### config.mk
export PLATFORM = sky130hd
export DESIGN_NAME = mant_div_core
export DESIGN_NICKNAME = d
export VERILOG_FILES = /design/src/div_pkg.sv /design/src/mant_div_core.sv /design/src/quotient_normalize.sv /design/src/operand_path.sv /design/src/recip_unit.sv /design/src/recip_seed_lut.sv
export VERILOG_INCLUDE_DIRS = /design/src
export SDC_FILE = /design/constraint.sdc
export NUM_CORES = 1
export LEC_CHECK = 0
export BUFFER_PORTS_ARGS = -buffer_cell sky130_fd_sc_hd__buf_2
export CORE_ASPECT_RATIO = 0.9
export CORE_MARGIN = 10
export CORE_UTILIZATION = 60
export CTS_BUF_LIST = sky130_fd_sc_hd__clkbuf_8
export DETAILED_ROUTE_END_ITERATION = 8
export GPL_TIMING_DRIVEN = 1
export PLACE_DENSITY = 0.81
export SLEW_MARGIN = 40
export SYNTH_ARGS = -nofsm -noshare
export SYNTH_HDL_FRONTEND = slang
export SYNTH_SLANG_ARGS = --single-unit
### constraint.sdc
create_clock -name clk_i -period 17.4 [get_ports clk_i]
set_input_delay 2.61 -clock clk_i [delete_from_list [all_inputs] [get_ports clk_i]]
set_output_delay 2.61 -clock clk_i [all_outputs]
set_load 0.01 [all_outputs]
### src/div_settings.svh
`ifndef DIV_SETTINGS_SVH
`define DIV_SETTINGS_SVH

// mantissa width, hidden one included at the msb
`define MANT_SIZE 8

// total exponent, two's complement
`define TE_BITS 8

// fraction bits of the divisor that address the seed table
`define LUT_SIZE_IN 6

// fraction bits of one seed entry
`define LUT_SIZE_OUT 10

// refined reciprocal, one integer bit and the rest fraction
`define RECIP_BITS (2 * `MANT_SIZE)

`endif
### src/div_pkg.sv
`default_nettype none

`include "div_settings.svh"

package div_pkg;

  // divide computes m1 / m2, reciprocal computes 1 / m2
  typedef enum logic {
    OP_DIV   = 1'b0,
    OP_RECIP = 1'b1
  } div_op_e;

  // fixed point with (MANT_SIZE - 1) fraction bits
  typedef logic [`MANT_SIZE-1:0] mant_t;

  typedef logic [`TE_BITS-1:0] te_t;

  // fixed point with (RECIP_BITS - 1) fraction bits
  typedef logic [`RECIP_BITS-1:0] recip_t;

endpackage

`default_nettype wire

### src/mant_div_core.sv
`default_nettype none

module mant_div_core (
  input  wire logic             clk_i,
  input  wire logic             rst,
  input  wire logic             in_valid_i,
  output logic                  in_ready_o,
  input  wire div_pkg::div_op_e op_i,
  input  wire div_pkg::te_t     te1_i,
  input  wire div_pkg::te_t     te2_i,
  input  wire div_pkg::mant_t   mant1_i,
  input  wire div_pkg::mant_t   mant2_i,
  output logic                  out_valid_o,
  input  wire logic             out_ready_i,
  output div_pkg::mant_t        mant_o,
  output div_pkg::te_t          te_o,
  output logic                  frac_truncated_o
);

  logic            stage_adv;
  logic            s1_valid;
  div_pkg::mant_t  s1_num;
  div_pkg::te_t    s1_te_diff;
  div_pkg::recip_t s1_recip;

  assign in_ready_o = stage_adv;

  // stage one, operands and exponent beside the reciprocal
  operand_path u_operand_path (
    .clk_i      (clk_i),
    .rst        (rst),
    .en_i       (stage_adv),
    .valid_i    (in_valid_i),
    .op_i       (op_i),
    .te1_i      (te1_i),
    .te2_i      (te2_i),
    .mant1_i    (mant1_i),
    .s1_valid_o (s1_valid),
    .num_o      (s1_num),
    .te_diff_o  (s1_te_diff)
  );

  recip_unit u_recip_unit (
    .clk_i   (clk_i),
    .rst     (rst),
    .en_i    (stage_adv),
    .mant2_i (mant2_i),
    .recip_o (s1_recip)
  );

  // stage two, multiply and normalize into the output register
  quotient_normalize u_quotient_normalize (
    .clk_i            (clk_i),
    .rst              (rst),
    .valid_i          (s1_valid),
    .out_ready_i      (out_ready_i),
    .num_i            (s1_num),
    .recip_i          (s1_recip),
    .te_diff_i        (s1_te_diff),
    .stage_adv_o      (stage_adv),
    .out_valid_o      (out_valid_o),
    .mant_o           (mant_o),
    .te_o             (te_o),
    .frac_truncated_o (frac_truncated_o)
  );

endmodule

`default_nettype wire

### src/quotient_normalize.sv
`default_nettype none

`include "div_settings.svh"

module quotient_normalize (
  input  wire logic            clk_i,
  input  wire logic            rst,
  input  wire logic            valid_i,
  input  wire logic            out_ready_i,
  input  wire div_pkg::mant_t  num_i,
  input  wire div_pkg::recip_t recip_i,
  input  wire div_pkg::te_t    te_diff_i,
  output logic                 stage_adv_o,
  output logic                 out_valid_o,
  output div_pkg::mant_t       mant_o,
  output div_pkg::te_t         te_o,
  output logic                 frac_truncated_o
);

  localparam int PROD_W  = `MANT_SIZE + `RECIP_BITS;
  // position of the integer one in the product
  localparam int ONE_BIT = (`MANT_SIZE - 1) + (`RECIP_BITS - 1);
  localparam int SNAP_W  = `MANT_SIZE + 1;
  localparam div_pkg::mant_t MANT_ONE = div_pkg::mant_t'(1) << (`MANT_SIZE - 1);

  logic [PROD_W-1:0] prod;
  logic [PROD_W-1:0] shifted;
  logic              below_one;
  logic              near_one;
  div_pkg::mant_t    mant_next;
  div_pkg::te_t      te_next;
  logic              trunc_next;

  // quotient lies in (0.5, 2), product approaches it from below
  assign prod      = PROD_W'(num_i) * PROD_W'(recip_i);
  assign below_one = ~prod[ONE_BIT];

  // a true quotient below one is at most 1 - 1/(2^MANT_SIZE - 1), so a product
  // this close under one can only come from equal operands
  assign near_one  = below_one & (&prod[ONE_BIT-1 -: SNAP_W]);

  assign shifted = below_one ? prod << 1 : prod;

  always_comb begin
    mant_next  = shifted[ONE_BIT -: `MANT_SIZE];
    trunc_next = |shifted[ONE_BIT-`MANT_SIZE:0];
    te_next    = below_one ? te_diff_i - 1'b1 : te_diff_i;
    if (near_one) begin
      mant_next  = MANT_ONE;
      trunc_next = 1'b0;
      te_next    = te_diff_i;
    end
  end

  // whole pipeline moves only when the output slot is free or being drained
  assign stage_adv_o = ~out_valid_o | out_ready_i;

  always_ff @(posedge clk_i) begin
    if (rst) begin
      out_valid_o <= 1'b0;
    end else if (stage_adv_o) begin
      out_valid_o <= valid_i;
    end
  end

  always_ff @(posedge clk_i) begin
    if (stage_adv_o) begin
      mant_o           <= mant_next;
      te_o             <= te_next;
      frac_truncated_o <= trunc_next;
    end
  end

endmodule

`default_nettype wire

### src/operand_path.sv
`default_nettype none

`include "div_settings.svh"

module operand_path (
  input  wire logic             clk_i,
  input  wire logic             rst,
  input  wire logic             en_i,
  input  wire logic             valid_i,
  input  wire div_pkg::div_op_e op_i,
  input  wire div_pkg::te_t     te1_i,
  input  wire div_pkg::te_t     te2_i,
  input  wire div_pkg::mant_t   mant1_i,
  output logic                  s1_valid_o,
  output div_pkg::mant_t        num_o,
  output div_pkg::te_t          te_diff_o
);

  // 1.0 with only the hidden bit set
  localparam div_pkg::mant_t MANT_ONE = div_pkg::mant_t'(1) << (`MANT_SIZE - 1);

  div_pkg::mant_t num_next;
  div_pkg::te_t   te_diff_next;

  always_comb begin
    num_next     = mant1_i;
    te_diff_next = te1_i - te2_i;
    if (op_i == div_pkg::OP_RECIP) begin
      // numerator forced to one, exponent of 1 is zero
      num_next     = MANT_ONE;
      te_diff_next = '0 - te2_i;
    end
  end

  always_ff @(posedge clk_i) begin
    if (rst) begin
      s1_valid_o <= 1'b0;
    end else if (en_i) begin
      s1_valid_o <= valid_i;
    end
  end

  // same enable as recip_unit keeps both halves of stage one aligned
  always_ff @(posedge clk_i) begin
    if (en_i) begin
      num_o     <= num_next;
      te_diff_o <= te_diff_next;
    end
  end

endmodule

`default_nettype wire

### src/recip_unit.sv
`default_nettype none

`include "div_settings.svh"

module recip_unit (
  input  wire logic            clk_i,
  input  wire logic            rst,
  input  wire logic            en_i,
  input  wire div_pkg::mant_t  mant2_i,
  output div_pkg::recip_t      recip_o
);

  localparam int FRAC_D  = `MANT_SIZE - 1;
  localparam int FRAC_X0 = `LUT_SIZE_OUT;
  localparam int DX_W    = `MANT_SIZE + FRAC_X0 + 1;
  localparam int X0_W    = FRAC_X0 + 1;
  localparam int X1_W    = X0_W + DX_W;
  // x1 = x0 * e carries FRAC_X0 + (FRAC_D + FRAC_X0) fraction bits
  localparam int X1_FRAC = FRAC_D + 2 * FRAC_X0;

  logic [`LUT_SIZE_IN-1:0]  lut_addr;
  logic [`LUT_SIZE_OUT-1:0] seed;
  logic                     frac_zero;
  logic [X0_W-1:0]          x0;
  logic [DX_W-1:0]          dx;
  logic [DX_W-1:0]          err;
  logic [X1_W-1:0]          x1_full;

  // leading fraction bits of the divisor, hidden one dropped
  assign lut_addr  = mant2_i[`MANT_SIZE-2 -: `LUT_SIZE_IN];
  assign frac_zero = (mant2_i[`MANT_SIZE-2:0] == '0);

  recip_seed_lut u_seed_lut (
    .addr_i (lut_addr),
    .seed_o (seed)
  );

  // 1/1 needs the integer bit, which the table cannot hold
  assign x0 = frac_zero ? X0_W'(1) << FRAC_X0 : {1'b0, seed};

  // newton-raphson step x1 = x0 * (2 - d * x0)
  assign dx      = DX_W'(mant2_i) * DX_W'(x0);
  assign err     = (DX_W'(1) << (FRAC_D + FRAC_X0 + 1)) - dx;
  assign x1_full = X1_W'(x0) * X1_W'(err);

  always_ff @(posedge clk_i) begin
    if (rst) begin
      recip_o <= '0;
    end else if (en_i) begin
      // x1 never exceeds 1/d, so the bits above the integer one are zero
      recip_o <= x1_full[X1_FRAC -: `RECIP_BITS];
    end
  end

endmodule

`default_nettype wire

### src/recip_seed_lut.sv
`default_nettype none

`include "div_settings.svh"

module recip_seed_lut (
  input  wire logic [`LUT_SIZE_IN-1:0]  addr_i,
  output logic      [`LUT_SIZE_OUT-1:0] seed_o
);

  localparam int unsigned ENTRIES = 2 ** `LUT_SIZE_IN;

  typedef logic [ENTRIES-1:0][`LUT_SIZE_OUT-1:0] seed_table_t;

  // address a covers [1 + a/2^IN, 1 + (a+1)/2^IN), so its midpoint is
  // 1 + (2a+1)/2^(IN+1) and the reciprocal is 2^(IN+1) / (2^(IN+1) + 2a + 1)
  function automatic seed_table_t build_table();
    seed_table_t table_v;
    longint unsigned num;
    longint unsigned den;
    for (int a = 0; a < ENTRIES; a++) begin
      num = longint'(1) << (`LUT_SIZE_OUT + `LUT_SIZE_IN + 1);
      den = (longint'(1) << (`LUT_SIZE_IN + 1)) + 2 * a + 1;
      // truncated, so every seed sits a little below the true reciprocal
      table_v[a] = `LUT_SIZE_OUT'(num / den);
    end
    return table_v;
  endfunction

  localparam seed_table_t SEED_TABLE = build_table();

  // seed value is fraction only, lies in (0.5, 1)
  assign seed_o = SEED_TABLE[addr_i];

endmodule

`default_nettype wire

==> results of run 1 <==
## tightest hold or removal path: cells and delay by family, from the launching register on
family	cells	cell delay, ns
AOI/OAI and AO/OA	1	0.05
DFF	1	0.33
and+or+nand+nor	1	0.06
## layout by cell type (no fill, tap or decap), types with 15 or more instances in the layout
cell,count
a211oi_1,15
a21o_1,22
a21oi_1,59
and2_1,79
buf_2,55
dfxtp_1,18
edfxtp_1,33
fa_1,274
ha_1,181
inv_1,386
nand2_1,235
nand2b_1,15
nor2_1,156
nor2b_1,27
nor3_1,19
o21ai_0,53
xnor2_1,48
xor2_1,26
## sequential cells by signal, indices dropped and copies added (netlist names)
register,cells
u_operand_path.te_diff_o,8
u_quotient_normalize.mant_o,8
u_operand_path.num_o,8
u_quotient_normalize.te_o,8
u_quotient_normalize.frac_truncated_o,1
u_recip_unit.recip_o,16
u_quotient_normalize.out_valid_o,1
u_operand_path.s1_valid_o,1
## final cells by class
cell class / instances / area (sq um)
inverter: 388 / 1456
tap: 348 / 435.4
timing repair buffer: 67 / 365.4
sequential: 51 / 1351
multi-input combinational: 1378 / 12920
clock inverter: 3 / 27.53
clock buffer: 5 / 68.82
fill: 2204 / 9578
## per-layer routing
layer	GRT usage, %	share of wire [%]	vias up
li1	-	-	5864
met1	29.22	42	6148
met2	37.97	48	456
met3	3.861	7.6	72
met4	5.165	2.0	0
met5	0	0	-
## cell families after synthesis
group	after synthesis	synth area share, %
buffers and inverters	478	11.33
and+or+nand+nor	599	17.43
AOI/OAI and AO/OA	225	9.209
other	2	0.04688
xor gates and xnor gates	77	4.210
DFF	51	8.436
muxes	14	0.9529
adders and majority gates	455	48.38
## worst paths after layout
check,from,endpoint,slack (ns),depth (start not counted)
worst min register to register,u_operand_path.s1_valid_o$_SDFFE_PP0P_,u_operand_path.s1_valid_o$_SDFFE_PP0P_,0.47,2
worst min-delay path,u_operand_path.s1_valid_o$_SDFFE_PP0P_,u_operand_path.s1_valid_o$_SDFFE_PP0P_,0.47,2
worst max-delay path,mant2_i[2],u_recip_unit.recip_o[15]$_SDFFE_PP0P_,2.27,48
worst max register to register,u_operand_path.num_o[2]$_SDFFCE_PP0P_,u_quotient_normalize.te_o[5]$_DFFE_PP_,11.04,18
## stage by stage
stage / worst slack [ns] / instance area, sq um / cells / hold slack, ns / utilization, %
2_1_floorplan: 3.861 / 16040 / 1907 / 0.4322 / -
3_3_place_gp: 2.625 / 16500 / 2232 / 0.4384 / 62.95
3_5_place_dp: 2.042 / 16510 / 2232 / 0.4598 / 63.02
4_1_cts: 2.388 / 16610 / 2240 / 0.4757 / 63.39
5_1_grt: 1.495 / 16630 / 2240 / 0.4937 / 63.45
6_report: 2.270 / 16630 / 2240 / 0.4728 / 63.45
==> metrics.md, run 1 <==
| Metric | Value |
|---|---|
| FP Rows | `56` |
| # Max-Cap Violations | `0` |
| WP buf/inv | `10` |
| Clock latency at the later pin of the worst-skew pair | `0.33 ns` |
| Reg clk slew, reported paths | `0.11 ns` |
| Die width | `192.2 um` |
| Layout cells sized above 1 | `5.338%` |
| Peak per-stage delay on the critical path | `0.73 ns` |
| Root buf cell | `clkbuf_8` |
| Fin crit share | `86.96%` |
| Worst path arrival time | `15.38 ns` |
| Vias in the first global route | `13480` |
| RSZ-0062 raised after global routing | `false` |
| Sequential cell area fraction in the yosys report | `8.436%` |
| WL per Instance | `16.24 um` |
| GP Congestion | `0.9065` |
| Total CTS buffers | `5` |
| Final nets | `2383` |
| Slowest cell on crit path | `and2_1` |
| Final setup fails | `0` |
| Largest delay share family, worst path | `adder cells` |
| # IOs | `56` |
| Post-CTS Setup Inserts | `0` |
| Synthesis-stage register bit count | `51` |
| Post_cts resized | `0` |
| Fin. max-slew vios | `0` |
| Fmax | `66.09 MHz` |
| Post-synth top cells | `inv_1, fa_1, nand2_1` |
| Count leader, synth | `inv_1` |
| Netlist cell types | `75` |
| Antenna Cells | `0` |
| Die area | `33640 sq um` |
| Max H-tree Level | `2` |
| Asr flop ratio synth | `0%` |
| Die Y | `175.0 um` |
| Top cells by area, synth | `fa_1, ha_1, inv_1` |
| DRT antenna net count | `0` |
| Clk buf depth | `2` |
| Nature of the critical path endpoint | `flip-flop` |
| Rel. slew slack | `43.26%` |
| Clk sink count | `51` |
| Max FO, Critical Path | `20` |
| Nature of the critical path startpoint | `input pin` |
| Total grt overflow | `0` |
| Crit Path Class | `input pin to flip-flop` |
| Min Tclk post-route | `15.13 ns` |
| Largest net degree at the start of global routing | `53` |
| Synth Area per Inst | `8.427 sq um` |
| First-pass GRT wire length | `62.84 mm` |
| Area grow syn2layout | `3.796%` |
| Worst path required time | `17.64 ns` |
| # hold bufs at CTS | `0` |
| Hold crit path type | `flip-flop to flip-flop` |
| Status | `completed` |
| CTS tree | `yes` |
| CP most frequent cell | `fa_1` |
| Final Hold Vio Count | `0` |
| Port bufs | `55` |
| GRT Resource Usage Total | `22.42%` |
| Gate count of the mapped netlist | `1901` |
| Routed wire length | `36.38 mm` |
| Drt drc | `0` |
| Final HPWL DP | `29.85 mm` |
| Synth Flop Type | `edfxtp_1` |
| Post-synth EDFFs | `33` |
| Iter 0 DRT Violations | `1064` |
| Yosys warnings | `0` |
| Synth top area share | `34.24%` |
| Setup TNS | `0 ns` |
| Initial antenna violation count | `1` |
| Initial core utilization | `61.13%` |
| Vias/cell | `5.598` |
| Core area | `26210 sq um` |
| Worst-Margin Slew | `0.8451 ns` |
| Mapped Area | `16020 sq um` |
| Clk_skew | `0.008441 ns` |
| Cell accounting for the most synthesized area | `fa_1` |
| Routed vias | `12540` |
| DRT Pass-1 Iters | `5` |
Power of run 1 is left out: the tool's default activity adds up to more than one toggle a clock period on the data nets, which glitch-free logic cannot reach.
==> run 2, diff against run 1 <==
ABC_AREA = 1   (was not set)
==> run 2 against run 1 <==
  * Critical path depth fell by 2
  * Sequential share of layout area is 0.29 points lower
  * Clock skew is essentially flat
  * Synthesized area rose by 4.4%
  * Core utilization fell by 0.16 points
  * Die area increased by 3.9%
  * Register-to-register slack improved by 0.65 ns
  * Design area up 3.7%
  * Largest cell class unchanged
  * Non-clock buffer count is 9 lower
  * Global-route usage is 1.2 points higher
  * Maximum frequency up 11%
==> metrics.md, run 2 <==
| Metric | Value |
|---|---|
| R2r startpoint | `u_operand_path.num_o[2]$_SDFFCE_PP0P_` |
| Die Y | `178.4 um` |
| Clk_skew | `0.008788 ns` |
| Area grow syn2layout | `3.120%` |
| Final WS setup | `3.770 ns` |
| Synth Area per Inst | `7.376 sq um` |
| Synthesis-stage register bit count | `51` |
| Nature of the critical path endpoint | `flip-flop` |
| Post-route cell area | `17240 sq um` |
| Final Hold Vio Count | `0` |
| Most common cell after layout, fill and taps aside | `inv_1` |
| Dpl cell area | `17140 sq um` |
| Yosys warnings | `0` |
| Clock latency at the later pin of the worst-skew pair | `0.33 ns` |
| Hold Path Depth | `2` |
| Hold EP | `u_quotient_normalize.out_valid_o$_SDFFE_PP0P_` |
| Post-CTS Setup Inserts | `0` |
| Final-layout fill cell count | `2354` |
| Hold crit path type | `flip-flop to flip-flop` |
| Max reg flops | `16` |
| Setup TNS | `0 ns` |
| First-pass GRT wire length | `69.66 mm` |
| WL per Instance | `15.39 um` |
| Peak per-stage delay on the critical path | `0.54 ns` |
| DRT antenna net count | `0` |
| Drt drc | `0` |
| Port bufs | `55` |
| CP most frequent cell | `inv_1` |
| CTS tree | `yes` |
| Final nets | `2741` |
| GP Congestion | `0.9572` |
| DP Worst Slack | `3.254 ns` |
| Nature of the critical path startpoint | `input pin` |
| Mapped Area | `16720 sq um` |
| R2R cell count | `24` |
| Die width | `196.0 um` |
| Commonest cells after routing, fill and taps aside | `inv_1, nand2_1, fa_1` |
| Min Tclk post-route | `13.63 ns` |
| Core area | `27240 sq um` |
| Worst r2r dst | `u_quotient_normalize.mant_o[3]$_SDFFCE_PP0P_` |
| Fin. max-slew vios | `0` |
| Reg clk slew, reported paths | `0.11 ns` |
| Total grt overflow | `0` |
| R2R Setup Slk | `11.69 ns` |
| Fmax | `73.37 MHz` |
| Vias in the first global route | `14780` |
| Synth top area share | `32.80%` |
| Worst path arrival time | `13.86 ns` |
| Status | `completed` |
| Worst-Margin Slew | `0.7832 ns` |
| Start point of the worst hold path | `u_operand_path.s1_valid_o$_SDFFE_PP0P_` |
| Rel. slew slack | `47.46%` |
| Cell accounting for the most synthesized area | `fa_1` |
| Multi-input logic area | `12860 sq um` |
| Initial antenna violation count | `1` |
| Post-synth EDFFs | `33` |
| Routed vias | `14240` |
| # IOs | `56` |
| Top cells by area, synth | `fa_1, ha_1, inv_1` |
| Layout cells sized above 1 | `4.933%` |
| Sequential Area | `1351 sq um` |
| Post_cts resized | `0` |
| Worst path required time | `17.63 ns` |
| Asr flop ratio synth | `0%` |
| Post-synth top cells | `inv_1, nand2_1, fa_1` |
| Synth Flop Type | `edfxtp_1` |
| Final HPWL DP | `33.20 mm` |
| Crit Path Class | `input pin to flip-flop` |
| Largest net degree at the start of global routing | `65` |
| Clk sink count | `51` |
| Total CTS buffers | `5` |
| FP Rows | `57` |
| Initial core utilization | `61.38%` |
| # Max-Cap Violations | `0` |
| Clk buf depth | `2` |
| Final setup fails | `0` |
| # hold bufs at CTS | `0` |
| Placed insts | `2596` |
| GRT Resource Usage Total | `23.62%` |
| Fin crit share | `78.33%` |
| DRT Pass-1 Iters | `6` |
| Count leader, synth | `inv_1` |
| Gate count of the mapped netlist | `2267` |
| Slowest cell on crit path | `fa_1` |
| Non-Filler Instances | `2605` |
| RSZ-0062 raised after global routing | `false` |
| Max H-tree Level | `2` |
| Die area | `34960 sq um` |
| Vias/cell | `5.468` |
| Sequential cell area fraction in the yosys report | `8.081%` |
| Iter 0 DRT Violations | `1275` |
| Netlist cell types | `57` |
| Max FO, Critical Path | `45` |
| Root buf cell | `clkbuf_8` |
| Routed wire length | `40.10 mm` |
| Reg with most FFs | `u_recip_unit.recip_o` |
-- run 2: final cells by class --
type	instances	area share, %
inverters	583	12.69
flip-flops and latches	51	7.837
clock inverters	3	0.1596
well taps	354	2.569
diodes	1	0.01451
repair buffers	58	1.727
multi-input cells	1550	74.60
clock buffers	5	0.3991
-- run 2: cell families after synthesis --
logic type	count (synthesis)	synth area share [%]
buffers and inverters	672	15.26
DFF	51	8.081
adders and majority gates	455	46.35
AOI/OAI and AO/OA	212	7.311
xor gates and xnor gates	49	2.769
other	2	0.04491
and+or+nand+nor	826	20.19
-- run 2: through the flow --
stage	util [%]	hold WS [ns]
2_1_floorplan	-	0.4297
3_3_place_gp	62.85	0.4386
3_5_place_dp	62.92	0.4511
4_1_cts	63.27	0.4669
5_1_grt	63.28	0.4845
6_report	63.29	0.4589
-- run 2: how the worst max path moves through the flow --
stage | startpoint | to | cells after the start
finish | mant2_i[3] | u_recip_unit.recip_o[14]$_SDFFE_PP0P_ | 46
global placement | mant2_i[3] | u_recip_unit.recip_o[14]$_SDFFE_PP0P_ | 46
detailed placement | mant2_i[3] | u_recip_unit.recip_o[14]$_SDFFE_PP0P_ | 46
floorplan | mant2_i[3] | u_recip_unit.recip_o[15]$_SDFFE_PP0P_ | 45
global route | mant2_i[3] | u_recip_unit.recip_o[14]$_SDFFE_PP0P_ | 46
CTS | mant2_i[3] | u_recip_unit.recip_o[14]$_SDFFE_PP0P_ | 46
-- run 2: worst max-delay path: cells and delay by family --
family,cells,cell delay [ns]
buf+inv,14,2.26
xor+xnor,1,0.42
simple gates,10,1.11
fa+ha+maj,12,5.32
compound gates,9,2.09
-- run 2: metal layers --
| layer | up-vias | wire (um) | track usage, % |
|---|---|---|---|
| met2 | 592 | 18790 | 39.37 |
| met3 | 66 | 3405 | 3.491 |
| met5 | - | 0 | 0 |
| met1 | 6887 | 17210 | 31.99 |
| met4 | 0 | 689 | 5.086 |
| li1 | 6698 | - | - |
Power of run 2 is left out for the same reason.
